### src/source/cpu_wrapper_pkg.sv
package cpu_wrapper_pkg;

  // basic widths
  localparam int ADDR_W = 32;
  localparam int DATA_W = 32;
  localparam int STRB_W = DATA_W / 8;
  localparam int ID_W   = 4;

  typedef logic [ADDR_W-1:0] addr_t;
  typedef logic [DATA_W-1:0] data_t;
  typedef logic [STRB_W-1:0] strb_t;
  typedef logic [ID_W-1:0]   axi_id_t;

  // axi response codes
  localparam logic [1:0] AXI_RESP_OKAY   = 2'b00;
  localparam logic [1:0] AXI_RESP_SLVERR = 2'b10;

  // levels held by the core for the whole access
  typedef struct packed {
    logic  req;
    logic  write;
    strb_t strb;
    addr_t addr;
    data_t data;
  } core_req_t;

  // one queued access, req level dropped
  typedef struct packed {
    logic  write;
    strb_t strb;
    addr_t addr;
    data_t data;
  } access_req_t;

  // read result back to the core
  typedef struct packed {
    data_t data;
    logic  err;
  } access_rsp_t;

  // master side of axi-lite
  typedef struct packed {
    logic    ar_valid;
    addr_t   ar_addr;
    axi_id_t ar_id;
    logic    aw_valid;
    addr_t   aw_addr;
    axi_id_t aw_id;
    logic    w_valid;
    data_t   w_data;
    strb_t   w_strb;
    logic    r_ready;
    logic    b_ready;
  } axi_req_t;

  // slave side of axi-lite
  typedef struct packed {
    logic       ar_ready;
    logic       aw_ready;
    logic       w_ready;
    logic       r_valid;
    data_t      r_data;
    axi_id_t    r_id;
    logic [1:0] r_resp;
    logic       b_valid;
    axi_id_t    b_id;
    logic [1:0] b_resp;
  } axi_rsp_t;

endpackage

### src/source/core_port.sv
`timescale 1ns/1ns

module core_port (
  input  logic                          clk,
  input  logic                          rst_i,
  // core side
  input  cpu_wrapper_pkg::core_req_t    core_req_i,
  output cpu_wrapper_pkg::data_t        rdata_o,
  output logic                          rerr_o,
  output logic                          stall_o,
  // request fifo
  output logic                          req_push_o,
  output cpu_wrapper_pkg::access_req_t  req_item_o,
  input  logic                          req_full_i,
  // response fifo
  input  cpu_wrapper_pkg::access_rsp_t  rsp_item_i,
  input  logic                          rsp_valid_i,
  output logic                          rsp_pop_o
);

  logic req_rd;
  logic req_wr;
  // read pushed, waiting on response
  logic rd_pending_q;
  logic rd_done;

  assign req_rd = core_req_i.req & ~core_req_i.write;
  assign req_wr = core_req_i.req & core_req_i.write;

  // read finishes when its response sits at the fifo head
  assign rd_done = req_rd & rd_pending_q & rsp_valid_i;

  // posted write goes in at once if there is room
  // a read goes in only once, guarded by the pending flag
  always_comb begin
    req_push_o = 1'b0;
    if (req_wr && !req_full_i) begin
      req_push_o = 1'b1;
    end else if (req_rd && !rd_pending_q && !req_full_i) begin
      req_push_o = 1'b1;
    end
  end

  // core fields straight into the record
  assign req_item_o.write = core_req_i.write;
  assign req_item_o.strb  = core_req_i.strb;
  assign req_item_o.addr  = core_req_i.addr;
  assign req_item_o.data  = core_req_i.data;

  // pending flag set on read push, cleared on completion
  always_ff @(posedge clk) begin
    if (rst_i) begin
      rd_pending_q <= 1'b0;
    end else if (rd_done) begin
      rd_pending_q <= 1'b0;
    end else if (req_rd && !req_full_i) begin
      rd_pending_q <= 1'b1;
    end
  end

  // writes stall only on a full fifo
  // reads stall until the response shows up
  always_comb begin
    stall_o = 1'b0;
    if (req_wr) begin
      stall_o = req_full_i;
    end else if (req_rd) begin
      stall_o = ~rd_done;
    end
  end

  // response consumed in the completion cycle
  assign rsp_pop_o = rd_done;
  assign rdata_o   = rsp_item_i.data;
  assign rerr_o    = rsp_item_i.err;

endmodule

### src/source/access_fifo.sv
`timescale 1ns/1ns

module access_fifo #(
  parameter type item_t     = logic,
  parameter int  FIFO_DEPTH = 4
) (
  input  logic  clk,
  input  logic  rst_i,
  // write side
  input  logic  push_i,
  input  item_t item_i,
  output logic  full_o,
  // read side
  input  logic  pop_i,
  output item_t item_o,
  output logic  valid_o
);

  localparam int PTR_W = (FIFO_DEPTH > 1) ? $clog2(FIFO_DEPTH) : 1;
  localparam int CNT_W = $clog2(FIFO_DEPTH + 1);

  item_t            mem_q [FIFO_DEPTH];
  logic [PTR_W-1:0] wr_ptr_q;
  logic [PTR_W-1:0] rd_ptr_q;
  logic [CNT_W-1:0] count_q;
  logic [CNT_W-1:0] count_d;
  logic             full_q;
  logic             valid_q;
  logic             do_push;
  logic             do_pop;

  // ignore push on full and pop on empty
  assign do_push = push_i & ~full_q;
  assign do_pop  = pop_i & valid_q;

  always_comb begin
    count_d = count_q;
    if (do_push && !do_pop) begin
      count_d = count_q + CNT_W'(1);
    end else if (do_pop && !do_push) begin
      count_d = count_q - CNT_W'(1);
    end
  end

  // item storage
  always_ff @(posedge clk) begin
    if (do_push) begin
      mem_q[wr_ptr_q] <= item_i;
    end
  end

  // pointers wrap at depth and flags follow the next count
  always_ff @(posedge clk) begin
    if (rst_i) begin
      wr_ptr_q <= '0;
      rd_ptr_q <= '0;
      count_q  <= '0;
      full_q   <= 1'b0;
      valid_q  <= 1'b0;
    end else begin
      if (do_push) begin
        wr_ptr_q <= (wr_ptr_q == PTR_W'(FIFO_DEPTH - 1)) ? '0 : wr_ptr_q + PTR_W'(1);
      end
      if (do_pop) begin
        rd_ptr_q <= (rd_ptr_q == PTR_W'(FIFO_DEPTH - 1)) ? '0 : rd_ptr_q + PTR_W'(1);
      end
      count_q <= count_d;
      full_q  <= (count_d == CNT_W'(FIFO_DEPTH));
      valid_q <= (count_d != '0);
    end
  end

  assign item_o  = mem_q[rd_ptr_q];
  assign full_o  = full_q;
  assign valid_o = valid_q;

endmodule

### src/source/axi_master.sv
`timescale 1ns/1ns

module axi_master #(
  parameter cpu_wrapper_pkg::axi_id_t MASTER_ID = '0
) (
  input  logic                          clk,
  input  logic                          rst_i,
  // request fifo head
  input  cpu_wrapper_pkg::access_req_t  req_item_i,
  input  logic                          req_valid_i,
  output logic                          req_pop_o,
  // response fifo
  output logic                          rsp_push_o,
  output cpu_wrapper_pkg::access_rsp_t  rsp_item_o,
  // axi-lite bus
  output cpu_wrapper_pkg::axi_req_t     axi_req_o,
  input  cpu_wrapper_pkg::axi_rsp_t     axi_rsp_i,
  // sticky bus error on writes
  output logic                          wr_err_o
);

  import cpu_wrapper_pkg::*;

  typedef enum logic [2:0] {
    st_idle,
    st_ar,
    st_r,
    st_aw_w,
    st_b
  } state_t;

  state_t      state_q;
  state_t      state_d;
  // access in flight
  access_req_t cur_q;
  logic        aw_done_q;
  logic        w_done_q;
  logic        aw_fire;
  logic        w_fire;
  logic        wr_err_q;

  assign aw_fire = axi_req_o.aw_valid & axi_rsp_i.aw_ready;
  assign w_fire  = axi_req_o.w_valid & axi_rsp_i.w_ready;

  // take the head only from idle
  assign req_pop_o = (state_q == st_idle) & req_valid_i;

  always_comb begin
    state_d = state_q;
    case (state_q)
      st_idle: begin
        if (req_valid_i) begin
          state_d = req_item_i.write ? st_aw_w : st_ar;
        end
      end
      st_ar: begin
        if (axi_rsp_i.ar_ready) begin
          state_d = st_r;
        end
      end
      st_r: begin
        if (axi_rsp_i.r_valid) begin
          state_d = st_idle;
        end
      end
      st_aw_w: begin
        // both channels done, now or earlier
        if ((aw_done_q || aw_fire) && (w_done_q || w_fire)) begin
          state_d = st_b;
        end
      end
      st_b: begin
        if (axi_rsp_i.b_valid) begin
          state_d = st_idle;
        end
      end
      default: state_d = st_idle;
    endcase
  end

  always_ff @(posedge clk) begin
    if (rst_i) begin
      state_q   <= st_idle;
      aw_done_q <= 1'b0;
      w_done_q  <= 1'b0;
      wr_err_q  <= 1'b0;
    end else begin
      state_q <= state_d;
      if (state_q == st_aw_w) begin
        aw_done_q <= aw_done_q | aw_fire;
        w_done_q  <= w_done_q | w_fire;
      end else begin
        aw_done_q <= 1'b0;
        w_done_q  <= 1'b0;
      end
      if (state_q == st_b && axi_rsp_i.b_valid && axi_rsp_i.b_resp != AXI_RESP_OKAY) begin
        wr_err_q <= 1'b1;
      end
    end
  end

  // payload latch
  always_ff @(posedge clk) begin
    if (req_pop_o) begin
      cur_q <= req_item_i;
    end
  end

  // bus drive
  always_comb begin
    axi_req_o          = '0;
    axi_req_o.ar_valid = (state_q == st_ar);
    axi_req_o.ar_addr  = cur_q.addr;
    axi_req_o.ar_id    = MASTER_ID;
    axi_req_o.aw_valid = (state_q == st_aw_w) & ~aw_done_q;
    axi_req_o.aw_addr  = cur_q.addr;
    axi_req_o.aw_id    = MASTER_ID;
    axi_req_o.w_valid  = (state_q == st_aw_w) & ~w_done_q;
    axi_req_o.w_data   = cur_q.data;
    axi_req_o.w_strb   = cur_q.strb;
    axi_req_o.r_ready  = (state_q == st_r);
    axi_req_o.b_ready  = (state_q == st_b);
  end

  // read result with error flag
  assign rsp_push_o      = (state_q == st_r) & axi_rsp_i.r_valid;
  assign rsp_item_o.data = axi_rsp_i.r_data;
  assign rsp_item_o.err  = (axi_rsp_i.r_resp != AXI_RESP_OKAY);

  assign wr_err_o = wr_err_q;

endmodule

### src/source/cpu_master_port.sv
`timescale 1ns/1ns

module cpu_master_port #(
  parameter cpu_wrapper_pkg::axi_id_t MASTER_ID  = '0,
  parameter int                       FIFO_DEPTH = 4
) (
  input  logic                        clk,
  input  logic                        rst_i,
  // core side
  input  cpu_wrapper_pkg::core_req_t  core_req_i,
  output cpu_wrapper_pkg::data_t      rdata_o,
  output logic                        rerr_o,
  output logic                        stall_o,
  output logic                        wr_err_o,
  // axi-lite bus
  output cpu_wrapper_pkg::axi_req_t   axi_req_o,
  input  cpu_wrapper_pkg::axi_rsp_t   axi_rsp_i
);

  import cpu_wrapper_pkg::*;

  // request path
  logic        req_push;
  access_req_t req_item;
  logic        req_full;
  access_req_t req_head;
  logic        req_valid;
  logic        req_pop;
  // response path
  logic        rsp_push;
  access_rsp_t rsp_item;
  access_rsp_t rsp_head;
  logic        rsp_valid;
  logic        rsp_pop;

  core_port u_core_port (
    .clk         (clk),
    .rst_i       (rst_i),
    .core_req_i  (core_req_i),
    .rdata_o     (rdata_o),
    .rerr_o      (rerr_o),
    .stall_o     (stall_o),
    .req_push_o  (req_push),
    .req_item_o  (req_item),
    .req_full_i  (req_full),
    .rsp_item_i  (rsp_head),
    .rsp_valid_i (rsp_valid),
    .rsp_pop_o   (rsp_pop)
  );

  access_fifo #(
    .item_t     (access_req_t),
    .FIFO_DEPTH (FIFO_DEPTH)
  ) u_req_fifo (
    .clk     (clk),
    .rst_i   (rst_i),
    .push_i  (req_push),
    .item_i  (req_item),
    .full_o  (req_full),
    .pop_i   (req_pop),
    .item_o  (req_head),
    .valid_o (req_valid)
  );

  // read results wait here for the core port
  access_fifo #(
    .item_t     (access_rsp_t),
    .FIFO_DEPTH (FIFO_DEPTH)
  ) u_rsp_fifo (
    .clk     (clk),
    .rst_i   (rst_i),
    .push_i  (rsp_push),
    .item_i  (rsp_item),
    .full_o  (),
    .pop_i   (rsp_pop),
    .item_o  (rsp_head),
    .valid_o (rsp_valid)
  );

  axi_master #(
    .MASTER_ID (MASTER_ID)
  ) u_axi_master (
    .clk         (clk),
    .rst_i       (rst_i),
    .req_item_i  (req_head),
    .req_valid_i (req_valid),
    .req_pop_o   (req_pop),
    .rsp_push_o  (rsp_push),
    .rsp_item_o  (rsp_item),
    .axi_req_o   (axi_req_o),
    .axi_rsp_i   (axi_rsp_i),
    .wr_err_o    (wr_err_o)
  );

endmodule

### src/source/cpu_wrapper.sv
`timescale 1ns/1ns

module cpu_wrapper #(
  parameter int FIFO_DEPTH = 4
) (
  input  logic                        clk,
  input  logic                        rst_i,
  // instruction port
  input  cpu_wrapper_pkg::core_req_t  inst_req_i,
  output cpu_wrapper_pkg::data_t      inst_rdata_o,
  output logic                        inst_rerr_o,
  output logic                        inst_stall_o,
  output logic                        inst_wr_err_o,
  output cpu_wrapper_pkg::axi_req_t   inst_axi_req_o,
  input  cpu_wrapper_pkg::axi_rsp_t   inst_axi_rsp_i,
  // data port
  input  cpu_wrapper_pkg::core_req_t  data_req_i,
  output cpu_wrapper_pkg::data_t      data_rdata_o,
  output logic                        data_rerr_o,
  output logic                        data_stall_o,
  output logic                        data_wr_err_o,
  output cpu_wrapper_pkg::axi_req_t   data_axi_req_o,
  input  cpu_wrapper_pkg::axi_rsp_t   data_axi_rsp_i
);

  // instruction side, master 0
  cpu_master_port #(
    .MASTER_ID  (4'd0),
    .FIFO_DEPTH (FIFO_DEPTH)
  ) u_inst_port (
    .clk        (clk),
    .rst_i      (rst_i),
    .core_req_i (inst_req_i),
    .rdata_o    (inst_rdata_o),
    .rerr_o     (inst_rerr_o),
    .stall_o    (inst_stall_o),
    .wr_err_o   (inst_wr_err_o),
    .axi_req_o  (inst_axi_req_o),
    .axi_rsp_i  (inst_axi_rsp_i)
  );

  // data side, master 1
  cpu_master_port #(
    .MASTER_ID  (4'd1),
    .FIFO_DEPTH (FIFO_DEPTH)
  ) u_data_port (
    .clk        (clk),
    .rst_i      (rst_i),
    .core_req_i (data_req_i),
    .rdata_o    (data_rdata_o),
    .rerr_o     (data_rerr_o),
    .stall_o    (data_stall_o),
    .wr_err_o   (data_wr_err_o),
    .axi_req_o  (data_axi_req_o),
    .axi_rsp_i  (data_axi_rsp_i)
  );

endmodule

### config.mk
export PLATFORM = sky130hd
export DESIGN_NAME = cpu_wrapper
export DESIGN_NICKNAME = d
export VERILOG_FILES = /design/src/source/cpu_wrapper_pkg.sv /design/src/source/core_port.sv /design/src/source/access_fifo.sv /design/src/source/axi_master.sv /design/src/source/cpu_master_port.sv /design/src/source/cpu_wrapper.sv
export SDC_FILE = /design/constraint.sdc
export NUM_CORES = 1
export LEC_CHECK = 0
export ABC_CLOCK_PERIOD_IN_PS = 8050
export BUFFER_PORTS_ARGS = -buffer_cell sky130_fd_sc_hd__buf_2
export CAP_MARGIN = 5
export CORE_MARGIN = 10
export CORE_UTILIZATION = 53
export CTS_BUF_LIST = sky130_fd_sc_hd__clkbuf_8
export DETAILED_ROUTE_END_ITERATION = 10
export PLACE_DENSITY_LB_ADDON = 0.3
export SLEW_MARGIN = 20
export SYNTH_ARGS = -nofsm -noshare
export SYNTH_HDL_FRONTEND = slang
export SYNTH_HIERARCHICAL = 1
export SYNTH_SLANG_ARGS = --single-unit
export TNS_END_PERCENT = 20
### constraint.sdc
create_clock -name clk -period 8.05 [get_ports clk]
set_input_delay 0.4025 -clock clk [delete_from_list [all_inputs] [get_ports clk]]
set_output_delay 0.4025 -clock clk [all_outputs]
set_load 0.05 [all_outputs]
After elaboration in Yosys (flattened, before gate mapping)
Memory sizes are Yosys's and may differ from the RTL's. A register that Yosys moved wholly into a read port is not among the register bits.
Index checks and enable logic that the tools add are counted.
{"block": "word_totals", "input_bits": 240, "latch_bits": 0, "output_inout_bits": 296, "mem_count": 4, "ff_bits": 186, "romBits": 0, "ramBits": 816}
{"block": "op_classes", "n_shift": 0, "n_mux": 54, "div": 0, "n_addsub": 16, "bitwise_logic": 46, "magnitude_cmp": 0, "n_reduce_logical": 54, "multipliers": 0, "eq_ne": 30}
{"memory": "u_data_port.u_req_fifo.mem_q", "words": 4, "word_bits": 69, "rd": 1, "rd_ports_with_merged_regs": 1, "wr": 1, "line_no": "access_fifo.sv:22", "source": "item_t mem_q [FIFO_DEPTH];"}
{"memory": "u_inst_port.u_req_fifo.mem_q", "words": 4, "word_bits": 69, "rd": 1, "rd_ports_with_merged_regs": 1, "wr": 1, "line_no": "access_fifo.sv:22"}
{"memory": "u_data_port.u_rsp_fifo.mem_q", "words": 4, "word_bits": 33, "rd": 1, "rd_ports_with_merged_regs": 1, "wr": 1, "line_no": "access_fifo.sv:22"}
{"memory": "u_inst_port.u_rsp_fifo.mem_q", "words": 4, "word_bits": 33, "rd": 1, "rd_ports_with_merged_regs": 1, "wr": 1, "line_no": "access_fifo.sv:22"}
{"cell": "3-bit two-way mux", "count": 18}
{"cell": "2-bit two-way mux", "count": 18}
{"cell": "3-bit one-hot mux with 5 select lines", "count": 2}
{"cell": "1-bit bitwise AND", "count": 28}
{"cell": "1-bit logical AND", "count": 22}
{"cell": "3-bit == test, second input constant", "count": 6}
{"cell": "2-bit by 1-bit adder with 2-bit output, second input constant", "count": 8}
{"cell": "2-bit == test, second input constant", "count": 8}
{"cell": "1-bit two-way mux", "count": 16}
{"cell": "2-bit by 1-bit inequality test with 1-bit output, second input constant", "count": 8}
{"cell": "1-bit NOT", "count": 14}
{"cell": "3-bit by 1-bit adder with 3-bit output, second input constant", "count": 4}
{"cell": "3-bit by 2-bit == test with 1-bit output, second input constant", "count": 4}
{"cell": "1-bit zero test", "count": 12}
{"cell": "3-bit nonzero test", "count": 4}
{"cell": "3-bit by 1-bit subtractor with 3-bit output, second input constant", "count": 4}
{"cell": "5-bit AND reduction", "count": 2}
{"cell": "2-bit nonzero test", "count": 4}
{"cell": "2-bit OR reduction", "count": 4}
{"cell": "3-bit by 1-bit == test with 1-bit output, second input constant", "count": 2}
{"cell": "3-bit zero test", "count": 2}
{"cell": "1-bit logical OR", "count": 4}
{"cell": "2-bit inequality test, second input constant", "count": 2}
{"cell": "1-bit bitwise OR", "count": 4}

Logic depth before layout (Yosys ltp)
{"block": "logic_depth", "word_depth": 12, "ltp_mapped": 8, "depth_no_buf": 7}

Hierarchy
The synthesis kept the hierarchy.
{"mod": "access_fifo at u_data_port.u_req_fifo ...", "instances": 2, "cells_each": 430, "area_each_um2": 10560.1}
{"mod": "access_fifo at u_data_port.u_rsp_fifo ...", "instances": 2, "cells_each": 242, "area_each_um2": 5378.9}
{"mod": "axi_master at u_data_port.u_axi_master", "instances": 1, "cells_each": 185, "area_each_um2": 2945.3}
{"mod": "axi_master at u_inst_port.u_axi_master", "instances": 1, "cells_each": 184, "area_each_um2": 2941.6}
{"mod": "core_port", "instances": 2, "cells_each": 112, "area_each_um2": 858.3}

Worst setup path after synthesis
Ideal clock, no wire load.
{"block": "synth_timing", "path_kind": "register to register", "startpoint": "reg u_data_port.u_axi_master.state_q[0]", "endpoint": "reg u_data_port.u_req_fifo.valid_q (netlist: u_data_port/u_req_fifo/valid_o)", "n_path_buf": 1, "slack_ns": 1.042, "synth_period_minus_slack_ns": 7.008, "path_stages_with_launch": 8, "setup_ns": 0.134, "arrival_ns": 6.875, "cell_sequence": "dfxtp_1 -> buf_2 -> nand2b_1 -> nor3_1 -> a21boi_0 -> mux2_2 -> nor3_2 -> a21oi_1"}
{"block": "synth_between", "elab_chain_len": 7, "elab_cells_between_ends": 9}
{"element": "start: declaration", "line_no": "axi_master.sv:32", "source": "state_t state_q;"}
{"element": "start signal: assignment", "line_no": "axi_master.sv:83", "source": "state_q <= st_idle;"}
{"element": "start signal: assignment", "line_no": "axi_master.sv:88", "source": "state_q <= state_d;"}
{"element": "3-bit zero test *", "line_no": "axi_master.sv:46", "source": "assign req_pop_o = (state_q == st_idle) & req_valid_i;"}
{"element": "1-bit bitwise AND *", "line_no": "axi_master.sv:46"}
{"element": "net u_data_port.req_pop", "line_no": "cpu_master_port.sv:28", "source": "logic req_pop;"}
{"element": "1-bit bitwise AND *", "line_no": "access_fifo.sv:34", "source": "assign do_pop = pop_i & valid_q;"}
{"element": "1-bit logical AND / 1-bit zero test (equally long branches)", "line_no": "access_fifo.sv:40, access_fifo.sv:38"}
{"element": "3-bit two-way mux / 1-bit logical AND (equally long branches)", "line_no": "access_fifo.sv:40, access_fifo.sv:38"}
{"element": "3-bit two-way mux *", "line_no": "access_fifo.sv:38", "source": "if (do_push && !do_pop) begin"}
{"element": "3-bit nonzero test *", "line_no": "access_fifo.sv:69", "source": "valid_q <= (count_d != '0);"}
{"element": "end signal: assignment", "line_no": "access_fifo.sv:69"}
{"element": "end: declaration", "line_no": "access_fifo.sv:28", "source": "logic valid_q;"}
The timed path passes the listed nets; every way through them passes the cells marked *.
A chain may end at the register's enable or synchronous reset.

==> metrics.txt <==
clk sink count=approximately 1000; crit path DAT=approximately 2.5 ns; DR vias/cell=between 5 and 6; total power=13800 uW; number of global-route vias before repair=between 20000 and 25000; Mean Syn Cell Area=approximately 20 sq um; initial antenna violation count=7; Final HPWL DP=between 40 and 50 mm; initial core utilization=53.2%; antenna viol nets, final=0; first-pass GRT wire length=121 mm; final hold vios=0; FMAX=0.345 GHz; Final Slew Violations=0; Synth warnings=6; final worst path period need=roughly 2.9 ns; Setup violations, final=0; Worst Setup End Kind=primary output; Main synth FF type=edfxtp_1; total negative slack=0 ns; ys async rst share=0%; RSZ-0062 raised after global routing=false; WL per Instance=between 20 and 25 um; R2R Setup Slk=5.30 ns; Final Skew=approximately 0.041 ns; htree depth=4; worst vdd ir=0.215 mV; 1st-iter DRT viols=977; Setup CP Type=flip-flop to primary output; layout cell share with drive strength beyond 1=38.3%; reported max-cap violation count=0; cts bufs inserted=159; Die Wd=293 um; GP Congestion=0.764; r2r worst-path depth=5; largest net degree at the start of global routing=67; gr usage total=18.3%; clock latency on the worst-skew pair=0.80 ns; leak pwr=~0.016 uW; Critical R2R Capture=u_inst_port/u_axi_master/state_q[1]; period utilization=36.0%; min-delay worst type=primary input to flip-flop; Post-Syn Instances=1937; nature of the critical path startpoint=flip-flop; Root Buffer=clkbuf_8; HP Start=data_axi_rsp_i[48]; Max-slew headroom=27.4%; Pwr Density=between 300 and 400 nW/um^2; I/O pin count=536; Area growth, synth to finish=15.7%; CTS Buffer Depth=3; post-CTS resize count=0; crit-path max FO=33; number of enable flip-flop cells after synthesis=952; Final #Nets=2721; most frequent cells in the layout=edfxtp_1 (952), buf_2 (503), dlygate4sd3_1 (217); post-CTS setup buffers=0; Required @ worst endpoint=approximately 7.7 ns; worst-margin pin slew=~1.1 ns; post-synthesis cell type count=between 40 and 50; DR pass1 iterations=5; CTS tree=yes; Clk pin slew, worst setup/hold paths=0.06 ns; sequential area share after synthesis=75.3%; core area=between 70000 and 80000 sq um; hold buffer count at cts=approximately 220; # DRC=0; commonest non-fill, non-tap cell in the layout=edfxtp_1; row count=100; worst hold stages=4; Layout fillers=~5100; Worst Hold End=u_data_port/u_axi_master/state_q[2]; #FFs+latches synth=1010; IO Port Bufs=503; Synth Cell Area=39500 sq um; wirelength, routed=78.7 mm; Die Y=293 um; area of the die=85800 sq um; GR Overflow Total=0; status=finished, final reports clean; vias=18700
## worst max-delay path: stages (launching register included)
cell and delay [ns]:
dfxtp_2 0.32, buf_4 0.52, mux4_2 0.61, buf_2 0.23
## cells in the mapped netlist, drive strengths merged, types with 6 or more instances
master  count  area share, %
nor3b       6           0.16
nor2       40           0.38
a21boi      8           0.17
nand3b      6           0.11
and2       24           0.38
a311oi      6           0.13
buf       392            7.4
a21o        6           0.11
inv        22           0.21
nor3       22           0.33
nand2      28           0.34
a21oi      34           0.43
o21ai       8           0.10
edfxtp    952             72
mux4      204             12
ha         28           0.89
nand2b      6          0.095
a211oi      8           0.20
dfxtp      58            2.9
nand3      10           0.13
clkbuf     14           0.13
## where the power goes
part | total [uW] | internal (uW) | switching [uW]
Combinational | 3050 | 811 | 2240
Clock | 3980 | 2010 | 1960
Sequential | 6750 | 6450 | 303
## worst max path at each step
stage | slack (ns) | to | startpoint | cells past startpoint
after floorplan | 1.04 | u_data_port/u_req_fifo/valid_o | u_data_port/u_axi_master/state_q[0] | 7
after global placement | 5.18 | u_inst_port/u_axi_master/state_q[1] | flip-flop | 5
after detailed placement | 5.19 | u_inst_port/u_axi_master/state_q[1] | flip-flop | 5
after CTS | 4.99 | data_rdata_o[4] | flip-flop | 3
after global routing | 4.93 | data_rdata_o[2] | flip-flop | 3
final | 5.15 | inst_rdata_o[2] | flip-flop | 3
## flip-flops by register name, indices dropped and copies added, names as in the netlist, 2 cells and up, named ones only
name	flops
u_inst_port/u_rsp_fifo/count_q	3
u_inst_port/u_axi_master/axi_req_o	68
u_data_port/u_req_fifo/mem_q	276
u_inst_port/u_req_fifo/count_q	3
u_data_port/u_rsp_fifo/rd_ptr_q	2
u_data_port/u_rsp_fifo/mem_q	132
u_data_port/u_req_fifo/rd_ptr_q	2
u_inst_port/u_axi_master/state_q	3
u_data_port/u_req_fifo/count_q	3
u_inst_port/u_req_fifo/rd_ptr_q	2
u_inst_port/u_req_fifo/wr_ptr_q	2
u_inst_port/u_rsp_fifo/mem_q	132
u_data_port/u_rsp_fifo/wr_ptr_q	2
u_data_port/u_axi_master/axi_req_o	68
u_data_port/u_rsp_fifo/count_q	3
u_data_port/u_req_fifo/wr_ptr_q	2
u_inst_port/u_req_fifo/mem_q	276
u_inst_port/u_rsp_fifo/wr_ptr_q	2
u_inst_port/u_rsp_fifo/rd_ptr_q	2
u_data_port/u_axi_master/state_q	3
## through the flow
step | std cells | hold WS (ns) | util (%) | worst slack, ns | area [sq um]
4_1_cts | 3543 | 0.00961 | 61.6 | 4.99 | 45700
6_report | 3547 | 0.0881 | 61.6 | 5.15 | 45700
3_3_place_gp | 3044 | 0.449 | 54.7 | 5.18 | 40600
5_1_grt | 3546 | 0.0448 | 61.6 | 4.93 | 45700
3_5_place_dp | 3044 | 0.451 | 54.7 | 5.19 | 40600
2_1_floorplan | 1950 | 0.462 | - | 1.04 | 39500
## routing by layer
metal	track usage (%)	vias up	part of all wire, %
met5	0	-	0.052
met2	32.2	588	54
met3	5.28	118	6.7
met1	21.2	9631	38
met4	6.20	6	2.0
li1	-	8355	-
## cell type report
cell class	instances	area, sq um	area share (%)
antenna	4	10.0	0.0219
clock buffer	159	2190	4.79
clock inverter	123	761	1.67
inverter	22	82.6	0.181
multi-input combinational	512	6760	14.8
sequential	1010	29800	65.2
tap	969	1210	2.65
timing repair buffer	748	4900	10.7
## kinds of logic (layout without fill, tap and decap cells)
| logic type | Yosys count | in the layout | synth area share [%] |
|---|---|---|---|
| DFF | 1010 | 1010 | 75.3 |
| buffers and inverters | 428 | 1052 | 7.71 |
| muxes | 208 | 208 | 11.8 |
| and+or+nand+nor | 170 | 170 | 2.59 |
| AOI/OAI and AO/OA | 86 | 86 | 1.60 |
| adders and majority gates | 28 | 28 | 0.887 |
| xor gates and xnor gates | 4 | 4 | 0.0887 |
| other | 3 | 20 | 0.0285 |
Power figures use the tool's default switching activity.
